===== src/rtl/cpu_config_pkg.sv =====
`default_nettype none

package cpu_config_pkg;

	//============================================================
	// Datapath widths
	//============================================================

	// Register, address and program counter width
	localparam int XLEN = 32;

	// One instruction word on the instruction bus
	localparam int ILEN = 32;

	// Sequential fetch advances by one instruction word
	localparam int PC_STEP = ILEN / 8;

	//============================================================
	// Reset state
	//============================================================

	// First fetch address after reset
	localparam logic [XLEN-1:0] RESET_VECTOR = 32'h00000000;

endpackage

`default_nettype wire


===== src/rtl/cpu_types_pkg.sv =====
`default_nettype none

package cpu_types_pkg;

	import cpu_config_pkg::*;

	//============================================================
	// RV32I major opcodes
	//============================================================

	localparam logic [6:0] OPC_LUI    = 7'b0110111;
	localparam logic [6:0] OPC_AUIPC  = 7'b0010111;
	localparam logic [6:0] OPC_JAL    = 7'b1101111;
	localparam logic [6:0] OPC_JALR   = 7'b1100111;
	localparam logic [6:0] OPC_BRANCH = 7'b1100011;
	localparam logic [6:0] OPC_LOAD   = 7'b0000011;
	localparam logic [6:0] OPC_STORE  = 7'b0100011;
	localparam logic [6:0] OPC_OP_IMM = 7'b0010011;
	localparam logic [6:0] OPC_OP     = 7'b0110011;
	localparam logic [6:0] OPC_SYSTEM = 7'b1110011;

	// Operation class handed to execute
	typedef enum logic [3:0] {
		OP_LUI,
		OP_AUIPC,
		OP_JAL,
		OP_JALR,
		OP_BRANCH,
		OP_LOAD,
		OP_STORE,
		OP_ALU_IMM,
		OP_ALU,
		OP_SYSTEM,
		OP_ILLEGAL
	} op_class_t;

	//============================================================
	// Stage payloads
	//============================================================

	// Fetched word together with its address
	typedef struct packed {
		logic [XLEN-1:0] pc;
		logic [ILEN-1:0] instruction;
	} fetch_data_t;

	// Decoded item, immediate already sign extended
	typedef struct packed {
		logic [XLEN-1:0] pc;
		op_class_t op;
		logic [2:0] funct3;
		logic [6:0] funct7;
		logic [4:0] rd;
		logic [4:0] rs1;
		logic [4:0] rs2;
		logic [XLEN-1:0] imm;
		logic illegal;
	} decode_data_t;

endpackage

`default_nettype wire


===== src/rtl/cpu_stage_if.sv =====
`timescale 1ns/100ps
`default_nettype none

// Valid/busy handshake between two pipeline stages
interface cpu_stage_if #(
	parameter type T = logic
) ();

	logic valid;
	T data;
	logic busy;

	// Redirect from fetch, drops everything held downstream
	logic flush;

	modport source (
		output valid,
		output data,
		output flush,
		input busy
	);

	modport sink (
		input valid,
		input data,
		input flush,
		output busy
	);

endinterface

`default_nettype wire


===== src/rtl/cpu_decode.sv =====
`timescale 1ns/100ps
`default_nettype none

module cpu_decode
	import cpu_config_pkg::*, cpu_types_pkg::*;
(
	input wire i_clock,
	input wire i_rst,

	cpu_stage_if.sink in,
	cpu_stage_if.source out
);

	fetch_data_t item;
	logic [ILEN-1:0] insn;
	logic [6:0] opcode;
	op_class_t op;
	logic [XLEN-1:0] imm_i;
	logic [XLEN-1:0] imm_s;
	logic [XLEN-1:0] imm_b;
	logic [XLEN-1:0] imm_u;
	logic [XLEN-1:0] imm_j;
	logic [XLEN-1:0] imm;
	decode_data_t decoded;
	logic out_valid_q;
	decode_data_t out_data_q;
	logic load;

	assign item = in.data;
	assign insn = item.instruction;
	assign opcode = insn[6:0];

	//============================================================
	// Operation class
	//============================================================

	always_comb begin
		op = OP_ILLEGAL;
		// Compressed encodings are not supported
		if (insn[1:0] == 2'b11) begin
			case (opcode)
				OPC_LUI:    op = OP_LUI;
				OPC_AUIPC:  op = OP_AUIPC;
				OPC_JAL:    op = OP_JAL;
				OPC_JALR:   op = OP_JALR;
				OPC_BRANCH: op = OP_BRANCH;
				OPC_LOAD:   op = OP_LOAD;
				OPC_STORE:  op = OP_STORE;
				OPC_OP_IMM: op = OP_ALU_IMM;
				OPC_OP:     op = OP_ALU;
				OPC_SYSTEM: op = OP_SYSTEM;
				default:    op = OP_ILLEGAL;
			endcase
		end
	end

	//============================================================
	// Immediates
	//============================================================

	assign imm_i = {{20{insn[31]}}, insn[31:20]};
	assign imm_s = {{20{insn[31]}}, insn[31:25], insn[11:7]};
	assign imm_b = {{19{insn[31]}}, insn[31], insn[7], insn[30:25], insn[11:8], 1'b0};
	assign imm_u = {insn[31:12], 12'b0};
	assign imm_j = {{11{insn[31]}}, insn[31], insn[19:12], insn[20], insn[30:21], 1'b0};

	// Pick the format by class
	always_comb begin
		case (op)
			OP_LUI, OP_AUIPC: imm = imm_u;
			OP_JAL:           imm = imm_j;
			OP_BRANCH:        imm = imm_b;
			OP_STORE:         imm = imm_s;
			OP_JALR, OP_LOAD, OP_ALU_IMM, OP_SYSTEM: imm = imm_i;
			default:          imm = '0;
		endcase
	end

	// Register fields are passed raw, execute ignores the unused ones
	always_comb begin
		decoded.pc = item.pc;
		decoded.op = op;
		decoded.funct3 = insn[14:12];
		decoded.funct7 = insn[31:25];
		decoded.rd = insn[11:7];
		decoded.rs1 = insn[19:15];
		decoded.rs2 = insn[24:20];
		decoded.imm = imm;
		decoded.illegal = (op == OP_ILLEGAL);
	end

	//============================================================
	// Output register
	//============================================================

	assign load = !out_valid_q || !out.busy;
	assign in.busy = !load;

	always_ff @(posedge i_clock) begin
		if (i_rst || in.flush) begin
			out_valid_q <= 1'b0;
		end else if (load) begin
			out_valid_q <= in.valid;
		end
	end

	always_ff @(posedge i_clock) begin
		if (load && in.valid) begin
			out_data_q <= decoded;
		end
	end

	assign out.valid = out_valid_q;
	assign out.data = out_data_q;
	assign out.flush = in.flush;

endmodule

`default_nettype wire


===== src/rtl/cpu_fetch.sv =====
`timescale 1ns/100ps
`default_nettype none

module cpu_fetch
	import cpu_config_pkg::*, cpu_types_pkg::*;
(
	input wire i_clock,
	input wire i_rst,

	// Redirect from execute
	input wire i_jump,
	input wire [XLEN-1:0] i_jump_pc,

	// Instruction bus
	output logic o_ibus_request,
	output logic [XLEN-1:0] o_ibus_address,
	input wire i_ibus_ready,
	input wire [ILEN-1:0] i_ibus_rdata,

	cpu_stage_if.source out
);

	logic req_q;
	logic [XLEN-1:0] pc_q;
	logic out_valid_q;
	fetch_data_t out_data_q;
	logic out_free;
	logic take;

	// Output register is empty or hands its item over this cycle
	assign out_free = !out_valid_q || !out.busy;

	// Completion lands in the output register
	assign take = req_q && i_ibus_ready && out_free && !i_jump;

	//============================================================
	// Program counter and bus request
	//============================================================

	always_ff @(posedge i_clock) begin
		if (i_rst) begin
			req_q <= 1'b0;
			pc_q <= RESET_VECTOR;
		end else if (i_jump) begin
			// Open request is abandoned
			req_q <= 1'b1;
			pc_q <= i_jump_pc;
		end else if (req_q) begin
			if (i_ibus_ready) begin
				// A completion that finds the output stalled is dropped,
				// the same pc goes out again once there is room
				req_q <= out_free;
				if (out_free) begin
					pc_q <= pc_q + XLEN'(PC_STEP);
				end
			end
		end else begin
			req_q <= out_free;
		end
	end

	assign o_ibus_request = req_q;
	assign o_ibus_address = pc_q;

	//============================================================
	// Output register
	//============================================================

	always_ff @(posedge i_clock) begin
		if (i_rst || i_jump) begin
			out_valid_q <= 1'b0;
		end else if (take) begin
			out_valid_q <= 1'b1;
		end else if (!out.busy) begin
			out_valid_q <= 1'b0;
		end
	end

	always_ff @(posedge i_clock) begin
		if (take) begin
			out_data_q.pc <= pc_q;
			out_data_q.instruction <= i_ibus_rdata;
		end
	end

	assign out.valid = out_valid_q;
	assign out.data = out_data_q;
	assign out.flush = i_jump;

	// Bus address may only move on completion or redirect
	addr_stable_a: assert property (@(posedge i_clock) disable iff (i_rst)
		o_ibus_request && !i_ibus_ready && !i_jump
			|=> o_ibus_request && $stable(o_ibus_address));

endmodule

`default_nettype wire


===== src/rtl/cpu_frontend.sv =====
`timescale 1ns/100ps
`default_nettype none

module cpu_frontend
	import cpu_config_pkg::*, cpu_types_pkg::*;
(
	input wire i_clock,
	input wire i_rst,

	// Instruction bus
	output logic o_ibus_request,
	output logic [XLEN-1:0] o_ibus_address,
	input wire i_ibus_ready,
	input wire [ILEN-1:0] i_ibus_rdata,

	// Execute side
	input wire i_busy,
	input wire i_jump,
	input wire [XLEN-1:0] i_jump_pc,
	output logic o_valid,
	output logic [XLEN-1:0] o_pc,
	output op_class_t o_op,
	output logic [2:0] o_funct3,
	output logic [6:0] o_funct7,
	output logic [4:0] o_rd,
	output logic [4:0] o_rs1,
	output logic [4:0] o_rs2,
	output logic [XLEN-1:0] o_imm,
	output logic o_illegal
);

	cpu_stage_if #(.T(fetch_data_t)) fetch_if ();
	cpu_stage_if #(.T(fetch_data_t)) fetch_skid_if ();
	cpu_stage_if #(.T(decode_data_t)) decode_raw_if ();
	cpu_stage_if #(.T(decode_data_t)) decode_if ();

	//============================================================
	// Fetch
	//============================================================

	cpu_fetch fetch (
		.i_clock(i_clock),
		.i_rst(i_rst),
		.i_jump(i_jump),
		.i_jump_pc(i_jump_pc),
		.o_ibus_request(o_ibus_request),
		.o_ibus_address(o_ibus_address),
		.i_ibus_ready(i_ibus_ready),
		.i_ibus_rdata(i_ibus_rdata),
		.out(fetch_if.source)
	);

	cpu_skid_buffer #(.T(fetch_data_t)) fetch_skid (
		.i_clock(i_clock),
		.i_rst(i_rst),
		.in(fetch_if.sink),
		.out(fetch_skid_if.source)
	);

	//============================================================
	// Decode
	//============================================================

	cpu_decode decode (
		.i_clock(i_clock),
		.i_rst(i_rst),
		.in(fetch_skid_if.sink),
		.out(decode_raw_if.source)
	);

	cpu_skid_buffer #(.T(decode_data_t)) decode_skid (
		.i_clock(i_clock),
		.i_rst(i_rst),
		.in(decode_raw_if.sink),
		.out(decode_if.source)
	);

	// Execute stall
	assign decode_if.busy = i_busy;

	assign o_valid = decode_if.valid;
	assign o_pc = decode_if.data.pc;
	assign o_op = decode_if.data.op;
	assign o_funct3 = decode_if.data.funct3;
	assign o_funct7 = decode_if.data.funct7;
	assign o_rd = decode_if.data.rd;
	assign o_rs1 = decode_if.data.rs1;
	assign o_rs2 = decode_if.data.rs2;
	assign o_imm = decode_if.data.imm;
	assign o_illegal = decode_if.data.illegal;

endmodule

`default_nettype wire


===== src/rtl/cpu_skid_buffer.sv =====
`timescale 1ns/100ps
`default_nettype none

module cpu_skid_buffer #(
	parameter type T = logic
) (
	input wire i_clock,
	input wire i_rst,

	cpu_stage_if.sink in,
	cpu_stage_if.source out
);

	logic main_valid;
	T main_data;
	logic skid_valid;
	T skid_data;
	logic in_xfer;
	logic main_load;

	// Registered busy, only high while both entries are full
	assign in.busy = skid_valid;
	assign in_xfer = in.valid && !skid_valid;

	// Main register takes a new item when empty or draining
	assign main_load = !main_valid || !out.busy;

	//============================================================
	// Main register
	//============================================================

	always_ff @(posedge i_clock) begin
		if (i_rst || in.flush) begin
			main_valid <= 1'b0;
		end else if (main_load) begin
			main_valid <= skid_valid || in_xfer;
		end
	end

	// Older item in the skid entry goes first
	always_ff @(posedge i_clock) begin
		if (main_load) begin
			if (skid_valid) begin
				main_data <= skid_data;
			end else if (in_xfer) begin
				main_data <= in.data;
			end
		end
	end

	//============================================================
	// Skid register
	//============================================================

	// Catches the item that arrives while the stall has not yet
	// reached the upstream stage
	always_ff @(posedge i_clock) begin
		if (i_rst || in.flush) begin
			skid_valid <= 1'b0;
		end else if (skid_valid && main_load) begin
			skid_valid <= 1'b0;
		end else if (in_xfer && !main_load) begin
			skid_valid <= 1'b1;
		end
	end

	always_ff @(posedge i_clock) begin
		if (in_xfer && !main_load) begin
			skid_data <= in.data;
		end
	end

	assign out.valid = main_valid;
	assign out.data = main_data;
	assign out.flush = in.flush;

	// Item offered while both entries are full stays offered upstream
	no_accept_when_full_a: assert property (@(posedge i_clock) disable iff (i_rst)
		main_valid && skid_valid && in.valid && !in.flush
			|=> in.valid && $stable(in.data));

	// Stalled output must not change under the consumer
	hold_under_busy_a: assert property (@(posedge i_clock) disable iff (i_rst)
		out.valid && out.busy && !in.flush |=> out.valid && $stable(out.data));

endmodule

`default_nettype wire


===== config.mk =====
export PLATFORM = sky130hd
export DESIGN_NAME = cpu_frontend
export DESIGN_NICKNAME = d
export VERILOG_FILES = /design/src/rtl/cpu_config_pkg.sv /design/src/rtl/cpu_types_pkg.sv /design/src/rtl/cpu_stage_if.sv /design/src/rtl/cpu_decode.sv /design/src/rtl/cpu_fetch.sv /design/src/rtl/cpu_frontend.sv /design/src/rtl/cpu_skid_buffer.sv
export SDC_FILE = /design/constraint.sdc
export NUM_CORES = 1
export LEC_CHECK = 0
export ABC_AREA = 1
export BUFFER_PORTS_ARGS = -buffer_cell sky130_fd_sc_hd__buf_2
export CAP_MARGIN = 20
export CORE_UTILIZATION = 24
export DETAILED_ROUTE_END_ITERATION = 10
export PLACE_DENSITY = 0.38
export SYNTH_ARGS = -nofsm -noshare
export SYNTH_HDL_FRONTEND = slang
export SYNTH_SLANG_ARGS = --single-unit

===== constraint.sdc =====
create_clock -name i_clock -period 15.6 [get_ports i_clock]
set_clock_uncertainty 0.1 [all_clocks]
set_input_delay 4.68 -clock i_clock [delete_from_list [all_inputs] [get_ports i_clock]]
set_output_delay 4.68 -clock i_clock [all_outputs]
set_load 0.01 [all_outputs]

Yosys cells after proc, flatten, opt, wreduce, memory -nomap -nowiden

Index checks and enable logic that the tools add are counted.

Word-level logic and storage cells: 119
Bits of input ports: 69
Register bits: 513
Output and inout port bits: 128

Eq/ne operators: 21
Reductions and logical operators: 40
Add/sub/neg operators: 1
Muxes and demuxes: 16

Operators with widths:

| kind                                                                   | count |
|---|---|
| 94-bit two-way mux                                                     | 2 |
| 32-bit one-hot mux with 5 select lines                                 | 1 |
| 32-bit two-way mux                                                     | 4 |
| 64-bit two-way mux                                                     | 2 |
| 4-bit one-hot mux with 10 select lines                                 | 1 |
| 32-bit by 3-bit adder with 32-bit output (second input constant)       | 1 |
| 7-bit equality test (second input constant)                            | 4 |
| 7-bit by 6-bit equality test with 1-bit output (second input constant) | 3 |
| 4-bit by 3-bit equality test with 1-bit output (second input constant) | 4 |
| 7-bit by 5-bit equality test with 1-bit output (second input constant) | 2 |
| 1-bit logical AND                                                      | 10 |
| 1-bit logical NOT                                                      | 10 |
| 2-bit nonzero test                                                     | 5 |
| 4-bit by 2-bit equality test with 1-bit output (second input constant) | 2 |
| 4-bit equality test (second input constant)                            | 2 |
| 7-bit by 2-bit equality test with 1-bit output (second input constant) | 1 |
| 1-bit logical OR                                                       | 7 |
| 2-bit OR reduction                                                     | 3 |
| 1-bit two-way mux                                                      | 5 |
| 4-bit by 1-bit equality test with 1-bit output (second input constant) | 1 |
| 4-bit logical NOT                                                      | 1 |
| 4-bit two-way mux                                                      | 1 |
| 2-bit AND reduction                                                    | 2 |
| 4-bit OR reduction                                                     | 1 |
| 3 further kinds                                                        | 3 |

Depth between registers and ports, before layout

Gate-level depths: netlist of run 1.

Depth after elaboration: 6
Depth in mapped cells: 10
Mapped depth without buffers: 10

By module

Synthesis of run 1 repeated with hierarchy kept, for this count alone.

Cell total of the unflattened synthesis: 1544
Area total of the unflattened synthesis: 19471.2 µm²

Modules (own cells, without submodules):

| module                         | sequential area each (µm²) | area an instance (µm²) | times used | cells an instance |
|---|---|---|---|---|
| cpu_skid_buffer at decode_skid | 5685.5                     | 6957.9                 | 1          | 508 |
| cpu_skid_buffer at fetch_skid  | 3883.7                     | 4759.6                 | 1          | 351 |
| cpu_fetch                      | 2602.5                     | 4174.0                 | 1          | 437 |
| cpu_decode                     | 2842.7                     | 3579.7                 | 1          | 248 |

Worst setup path after synthesis of run 1

Ideal clock, no wire load.

Path kind: input-to-reg
From: input i_busy
To: register decode_skid.main_data (netlist bit decode_skid.out.data[0]), enable pin
Library setup time: 0.578 ns
Data required time: 14.922 ns
Setup slack: 5.681 ns
Path buffers: 0
Arrival: 9.241 ns
Cell stages on the path: 1
Path through: a21oi_1

Word-level cells in the longest chain between the ends: 3

RTL lines:

| what                                 | RTL line              | text |
|---|---|---|
| start: declaration                   | cpu_frontend.sv:17    | `input wire i_busy,` |
| 1-bit logical NOT                    | cpu_skid_buffer.sv:26 | `assign main_load = !main_valid \|\| !out.busy;` |
| 1-bit logical OR                     | cpu_skid_buffer.sv:26 |  |
| 2-bit AND reduction (no source line) | -                     |  |
| end signal: assignment               | cpu_skid_buffer.sv:44 | `main_data <= skid_data;` |
| end signal: assignment               | cpu_skid_buffer.sv:46 | `main_data <= in.data;` |
| end: declaration                     | cpu_skid_buffer.sv:15 | `T main_data;` |

No other way between the ends.
A chain may end at the register's enable or synchronous reset.

Final worst setup path of run 1

From: input i_ibus_ready
To: register fetch.pc_q[8], in the netlist fetch.o_ibus_address[8]

Word-level cells in the longest chain between the ends: 2

RTL lines:

| what                                 | RTL line           | text |
|---|---|---|
| start: declaration                   | cpu_frontend.sv:13 | `input wire i_ibus_ready,` |
| 2-bit nonzero test (no source line)  | -                  |  |
| 3-bit AND reduction (no source line) | -                  |  |
| end signal: assignment               | cpu_fetch.sv:47    | `pc_q <= i_jump_pc;` |
| end signal: assignment               | cpu_fetch.sv:54    | `pc_q <= pc_q + XLEN'(PC_STEP);` |
| end: declaration                     | cpu_fetch.sv:24    | `logic [XLEN-1:0] pc_q;` |

No other way between the ends.

==> results of run 1 <==
-- per-stage QoR --
stage | cells | util (%) | power (mW)
global placement | 2753 | 27.1 | 1.61
floorplan | 1550 | - | 1.57
finish | 2864 | 29.5 | 2.88
CTS | 2864 | 29.5 | 2.94
global route | 2864 | 29.5 | 2.99
detailed placement | 2755 | 27.2 | 1.61
-- final cells by class --
type,count,area (um2)
Fill cell,8249,56000
Timing Repair Buffer,211,1130
Clock buffer,75,1540
Sequential cell,513,15000
Tap cell,1050,1310
Multi-Input combinational cell,909,3850
Clock inverter,34,284
Inverter,72,273
-- cell families (layout without fill, tap and decap cells) --
kind of cell / count (synthesis) / after routing / synth area share [%]
adder cells (fa/ha/maj): 1 / 1 / 0.0646
AO/OA/AOI/OAI: 105 / 105 / 3.12
AND/OR/NAND/NOR: 794 / 794 / 16.1
XOR/XNOR: 9 / 9 / 0.407
flip-flops: 513 / 513 / 77.6
buffers and inverters: 128 / 392 / 2.74
-- where the power goes --
part | internal [mW] | switching [mW] | leakage [nW]
sequential | 1.50 | 0.0165 | 4.65
clock | 0.747 | 0.560 | 0.897
combinational | 0.0203 | 0.0366 | 3.22
-- routing by layer --
layer | GRT usage, % | wire length [um]
met1 | 15.0 | 21400
met2 | 18.9 | 22400
met3 | 3.21 | 3090
met4 | 3.58 | 1090
met5 | 0 | 52
-- cells in the final DEF (no fill, tap or decap), types with 18 or more instances in the layout --
cell type / n
clkinv_2: 18
nand2_1: 649
inv_1: 64
edfxtp_1: 474
a21oi_1: 30
buf_2: 196
nand3_1: 35
o21ai_0: 42
clkbuf_16: 58
nor2_1: 83
dfxtp_1: 37
-- sequential cells by signal (all words and copies together), names as in the netlist --
name	flops
decode.out.data	94
decode_skid.out.data	94
decode_skid.skid_data	94
fetch.out.data	64
fetch_skid.out.data	64
fetch_skid.skid_data	64
fetch.o_ibus_address	32
decode.out.valid	1
decode_skid.in.busy	1
decode_skid.out.valid	1
fetch.o_ibus_request	1
fetch.out.valid	1
fetch_skid.in.busy	1
fetch_skid.out.valid	1
-- path summary, 6_finish.rpt --
kind / from / endpoint / slack (ns) / cells past startpoint
setup reg to reg: fetch_skid.in.busy / fetch.o_ibus_address[8] / 12.41 / 8
setup / recovery: i_ibus_ready / fetch.o_ibus_address[8] / 9.12 / 8
hold reg to reg: fetch_skid.out.data[46] / decode.out.data[76] / 0.30 / 0
hold / removal: fetch_skid.out.data[46] / decode.out.data[76] / 0.30 / 0
-- cell usage after synthesis (6+ instances only) --
master / count / area [um2]
nand2_1: 649 / 2440
edfxtp_1: 474 / 14200
nor2_1: 86 / 323
inv_1: 66 / 248
o21ai_0: 42 / 210
dfxtp_1: 39 / 781
clkbuf_1: 38 / 143
nand3_1: 35 / 175
a21oi_1: 31 / 155
nand3b_1: 8 / 60.1
buf_2: 7 / 35.0
o211ai_1: 7 / 52.6
xor2_1: 7 / 61.3
a22o_1: 6 / 52.6
a31oi_1: 6 / 37.5
-- critical path, cell delays in order --
cell and delay [ns]:
buf_2 0.09, nand3_1 0.28, nor2_4 0.52, buf_4 0.81, inv_2 0.09, a21oi_1 0.13, o21ai_0 0.09, a31oi_1 0.13
==> summary.txt, run 1 <==
Clocking
  – Max clock buf depth: 3
  – Post-CTS Hold Buffers: 0
  – Sink Count: 513
  – Root Buffer: clkbuf_16
  – # Post-CTS Setup Buffers: 0
  – CTS tree: built
  – Cells resized by post-CTS repair: 0
  – Skew-Pair Late Insertion Delay: 0.63 ns
  – CTS Buf Count: 58
  – H-tree levels: 2
  – Clock transition at path regs: 0.06 ns

GRT
  – Initial antenna violation count: 5
  – Overflow after GRT: 0
  – GRT Util Overall: 11.7%
  – First-pass GRT wire length: 72,600 um
  – Largest net degree at the start of global routing: 72
  – Vias in the first global route: 11.7k

Finish
  – Syn-to-layout area delta: 20.9%
  – Share of cells above drive strength 1: 17.5%
  – Ant. Diodes: 0
  – Total Nets Final: 1,835
  – Final Instance Area: 23,400 um2

Detailed routing
  – Avg WL per Cell: 16.8 um
  – ANT nets after route: 0
  – Final wirelength: 48,000 um
  – 1st-pass router iterations: 5
  – Initial drt markers: 620
  – Number of remaining DRC errors: 0
  – Via count: 11.5k
  – Vias per cell: 4.01

STA
  – WHS: 0.304 ns
  – Highest Clock Rate: 154 MHz
  – Final slew viol count: 0
  – Slew HR: 32.4%
  – Fin crit share: 41.5%
  – # setup viols final: 0
  – Hold Fails Final Rpt: 0
  – Setup TNS: 0 ns
  – RSZ-0062 raised after global routing: no
  – Worst-Margin Slew: 1.01 ns
  – Final Critical Period: 6.48 ns
  – Final worst slack: 9.12 ns

Floorplan
  – Die span in y: 286 um
  – Row count: 103
  – Die width: 286 um
  – IO Count: 197
  – Die area: 81,800 um2
  – Core ar.: 79,400 um2
  – Starting density of the core: 24.4%

Critical path
  – CP Class: in2reg
  – Worst Path Required: 16.04 ns
  – CP startpoint kind: primary input
  – Setup crit end kind: flop
  – Worst-path fanout max: 71
  – Crit path DAT: 6.92 ns

Yosys
  – Most used DFF post-synth: edfxtp_1
  – Sequential share of the synthesized area: 77.6%
  – Async SR Flop Fraction: 0%
  – Synthesized Nets: 1,620
  – Synth unique cells: 35
  – Yosys Warn Count: 0
  – Post-Synthesis Cells: 1,550
  – EDFF count, synth: 474
  – Syn Std Cell Area: 19,400 um2
  – Yosys reg bits: 513
  – Syn Area/Cell: 12.5 um2

Placed design
  – Dpl cell area: 21,600 um2
  – Placer congestion estimate: 0.812
  – Port Buffer Count: 196
  – DP HPWL: 31,800 um
  – Dpl ws: 8.39 ns

Power and ir drop
  – Pleak: 8.77 nW
  – Worst VDD drop: 0.0000822 V
  – Pwr per Cell Area: 123 nW/um2

Job
  – Max-cap viol count: 0

Run status
  – Status: completed

Hold path
  – HP Class: reg2reg
Power figures use the tool's default switching activity.
==> run 2, diff against run 1 <==
ABC_AREA = 0   (was 1)
clock period = 6.3 ns   (was 15.6 ns; I/O delays follow)
==> summary.txt, run 2 <==
Run status
  – Status: completed (unchanged)

GRT
  – Vias in the first global route: 9,762 (was 11.7k)
  – Initial antenna violation count: 2 (was 5)
  – Largest net degree at the start of global routing: 95 (was 72)
  – GRT Util Overall: 10.6% (was 11.7%)
  – Overflow after GRT: 0 (unchanged)
  – First-pass GRT wire length: 63,400 um (was 72,600 um)

Clocking
  – Skew-Pair Late Insertion Delay: 0.60 ns (was 0.63 ns)
  – H-tree levels: 2 (unchanged)
  – # Post-CTS Setup Buffers: 0 (unchanged)
  – Post-CTS Hold Buffers: 0 (unchanged)
  – CTS Buf Count: 57 (was 58)
  – CTS tree: built (unchanged)
  – Max clock buf depth: 3 (unchanged)
  – Clock transition at path regs: 0.06 ns (about the same)
  – Root Buffer: clkbuf_16 (unchanged)
  – Sink Count: 513 (unchanged)
  – Cells resized by post-CTS repair: 0 (unchanged)

Power and ir drop
  – Worst VDD drop: 0.000158 V (was 0.0000822 V)
  – Pwr per Cell Area: 312 nW/um2 (was 123 nW/um2)
  – Pleak: 7.87 nW (was 8.77 nW)

Yosys
  – Synth unique cells: 50 (was 35)
  – Synth top area share: 75.4% (was 73.5%)
  – Yosys reg bits: 513 (unchanged)
  – Synth cell count leaders: 474 x edfxtp_1, 159 x mux2_2, 39 x dfxtp_1 (was 649 x nand2_1, 474 x edfxtp_1, 86 x nor2_1)
  – Sequential share of the synthesized area: 79.5% (was 77.6%)
  – Syn Std Cell Area: 18,900 um2 (was 19,400 um2)
  – Largest area contributor in the netlist: edfxtp_1 (unchanged)
  – Most used DFF post-synth: edfxtp_1 (unchanged)
  – Syn Area/Cell: 18.5 um2 (was 12.5 um2)
  – Yosys Warn Count: 0 (unchanged)
  – EDFF count, synth: 474 (unchanged)
  – Most frequent cell after synthesis: edfxtp_1 (was nand2_1)
  – Post-Synthesis Cells: 1,022 (was 1,550)
  – Synthesized Nets: 1,092 (was 1,620)
  – Synth area leaders: edfxtp_1 75%, mux2_2 9.5%, dfxtp_1 4.1%, a21oi_1 0.93%, a21o_1 0.80% (was edfxtp_1 74%, nand2_1 13%, dfxtp_1 4.0%, nor2_1 1.7%, inv_1 1.3%)
  – Async SR Flop Fraction: 0% (unchanged)

Detailed routing
  – Final wirelength: 42,300 um (was 48,000 um)
  – Via count: 9,403 (was 11.5k)
  – Number of remaining DRC errors: 0 (unchanged)
  – Initial drt markers: 462 (was 620)
  – ANT nets after route: 0 (unchanged)
  – 1st-pass router iterations: 4 (was 5)
  – Vias per cell: 4.03 (was 4.01)
  – Avg WL per Cell: 18.1 um (was 16.8 um)

Critical path
  – Family with the most delay on the worst path: flip-flops (was buffers and inverters)
  – Crit path DAT: 1.37 ns (was 6.92 ns)
  – Slowest cell on the critical path: dfxtp_1 (was buf_4)
  – Worst Path Required: 4.31 ns (was 16.04 ns)
  – CP bufs+invs: 1 (was 3)
  – Crit-path cells: buf_2 (was buf_2 > nand3_1 > nor2_4 > buf_4 > inv_2 > a21oi_1 > o21ai_0 > a31oi_1)
  – Worst-path fanout max: 6 (was 71)
  – Setup crit end kind: output pin (was flop)
  – Critical Path Max Stage Delay: 0.55 ns (was 0.81 ns)
  – CP startpoint kind: flop (was primary input)
  – CP Class: reg2out (was in2reg)

Finish
  – FF+latch area: 15,000 um2 (unchanged)
  – Fill count: 7,789 (was 8,249)
  – Multi-input gate area: 3680 um2 (was 3850 um2)
  – Final instance count without filler cells: 2,336 (was 2,864)
  – Most common cell after layout, fill and taps aside: edfxtp_1 (was nand2_1)
  – Syn-to-layout area delta: 22.0% (was 20.9%)
  – Ant. Diodes: 0 (unchanged)
  – Total Nets Final: 1,318 (was 1,835)
  – Commonest non-fill, non-tap cells in the layout: 474 x edfxtp_1, 196 x buf_2, 159 x mux2_2 (was 649 x nand2_1, 474 x edfxtp_1, 196 x buf_2)
  – Share of cells above drive strength 1: 35.7% (was 17.5%)

STA
  – Highest Clock Rate: 298 MHz
  – Slew HR: 28.4% (was 32.4%)
  – Final Critical Period: 3.36 ns
  – Final slew viol count: 0 (unchanged)
  – Fin crit share: 53.3%
  – Setup TNS: 0 ns (unchanged)
  – RSZ-0062 raised after global routing: no (unchanged)
  – # setup viols final: 0 (unchanged)
  – Hold Fails Final Rpt: 0 (unchanged)
  – Worst-Margin Slew: 1.07 ns (was 1.01 ns)

Floorplan
  – IO Count: 197 (unchanged)
  – Core ar.: 77,600 um2 (was 79,400 um2)
  – Starting density of the core: 24.3% (was 24.4%)
  – Die area: 79,800 um2 (was 81,800 um2)
  – Die width: 282 um (was 286 um)
  – Row count: 102 (was 103)
  – Die span in y: 282 um (was 286 um)

Placed design
  – Port Buffer Count: 196 (unchanged)
  – DP HPWL: 25,800 um (was 31,800 um)
  – Placer congestion estimate: 0.750 (was 0.812)
  – Dpl cells: 2,227 (was 2,755)

Job
  – Max-cap viol count: 0 (unchanged)

Hold path
  – HP Class: reg2reg (unchanged)
-- run 2: cell types whose count changed in the layout (fill, tap and decap cells not counted), moves of 11 or more --
cell	delta
nand2_1	-625
nand3_1	-15
nor2_1	-58
o21ai_0	-31
o21a_1	+18
a21o_1	+20
mux2_2	+159
nand4_1	+12
inv_1	-42
xnor2_1	+13
clkinv_2	-11
and2_1	+11
-- run 2: path summary, 6_finish.rpt --
path,from,slack (ns),depth (start not counted),to
setup / recovery,fetch.o_ibus_address[8],2.94,1,o_ibus_address[8]
hold / removal,fetch_skid.out.data[57],0.31,0,decode.out.data[87]
setup reg to reg,decode_skid.in.busy,3.52,3,fetch_skid.skid_data[17]
hold reg to reg,fetch_skid.out.data[57],0.31,0,decode.out.data[87]
-- run 2: report_power, final --
part	total, mW	switching [mW]	internal, mW
Sequential	3.77	0.0432	3.73
Combinational	0.139	0.0791	0.0600
Clock	3.29	1.34	1.95
-- run 2: logic make-up (layout without fill, tap and decap cells) --
family | count (synthesis) | in the layout | share of synthesized area (%)
flip-flops | 513 | 513 | 79.5
AND/OR/NAND/NOR | 143 | 143 | 4.23
AO/OA/AOI/OAI | 105 | 105 | 3.57
multiplexers | 167 | 167 | 9.91
adder cells (fa/ha/maj) | 1 | 1 | 0.0663
buffers and inverters | 64 | 338 | 1.37
XOR/XNOR | 29 | 29 | 1.35
-- run 2: cell type report --
| class | count | share of cell area [%] |
|---|---|---|
| Sequential cell | 513 | 65.2 |
| Multi-Input combinational cell | 445 | 16.0 |
| Clock buffer | 77 | 6.65 |
| Tap cell | 1040 | 5.65 |
| Timing Repair Buffer | 209 | 4.82 |
| Clock inverter | 30 | 1.36 |
| Inverter | 22 | 0.358 |
-- run 2: per-layer routing --
metal,vias up,wire [um],track usage [%]
met4,2,989,3.19
li1,4427,-,-
met3,71,2230,2.52
met5,-,12,0
met1,4698,18600,13.6
met2,205,20500,17.8
-- run 2: worst register-to-register path: stages (launching register included) --
cell     delay (ns)
dfxtp_4        0.85
nand3_1        0.32
nor3b_4        0.24
buf_4          0.84
-- run 2: metrics by stage --
stage | hold slack (ns) | power (mW) | area [um2] | setup slack [ns] | utilization, %
5_1_grt | 0.321 | 7.48 | 23000 | 2.86 | 29.7
3_5_place_dp | 0.306 | 3.99 | 21200 | 2.34 | 27.3
6_report | 0.313 | 7.20 | 23000 | 2.94 | 29.7
2_1_floorplan | 0.300 | 3.90 | 18900 | 0.0572 | -
4_1_cts | 0.319 | 7.35 | 23000 | 2.87 | 29.7
3_3_place_gp | 0.302 | 3.98 | 21200 | 2.35 | 27.3
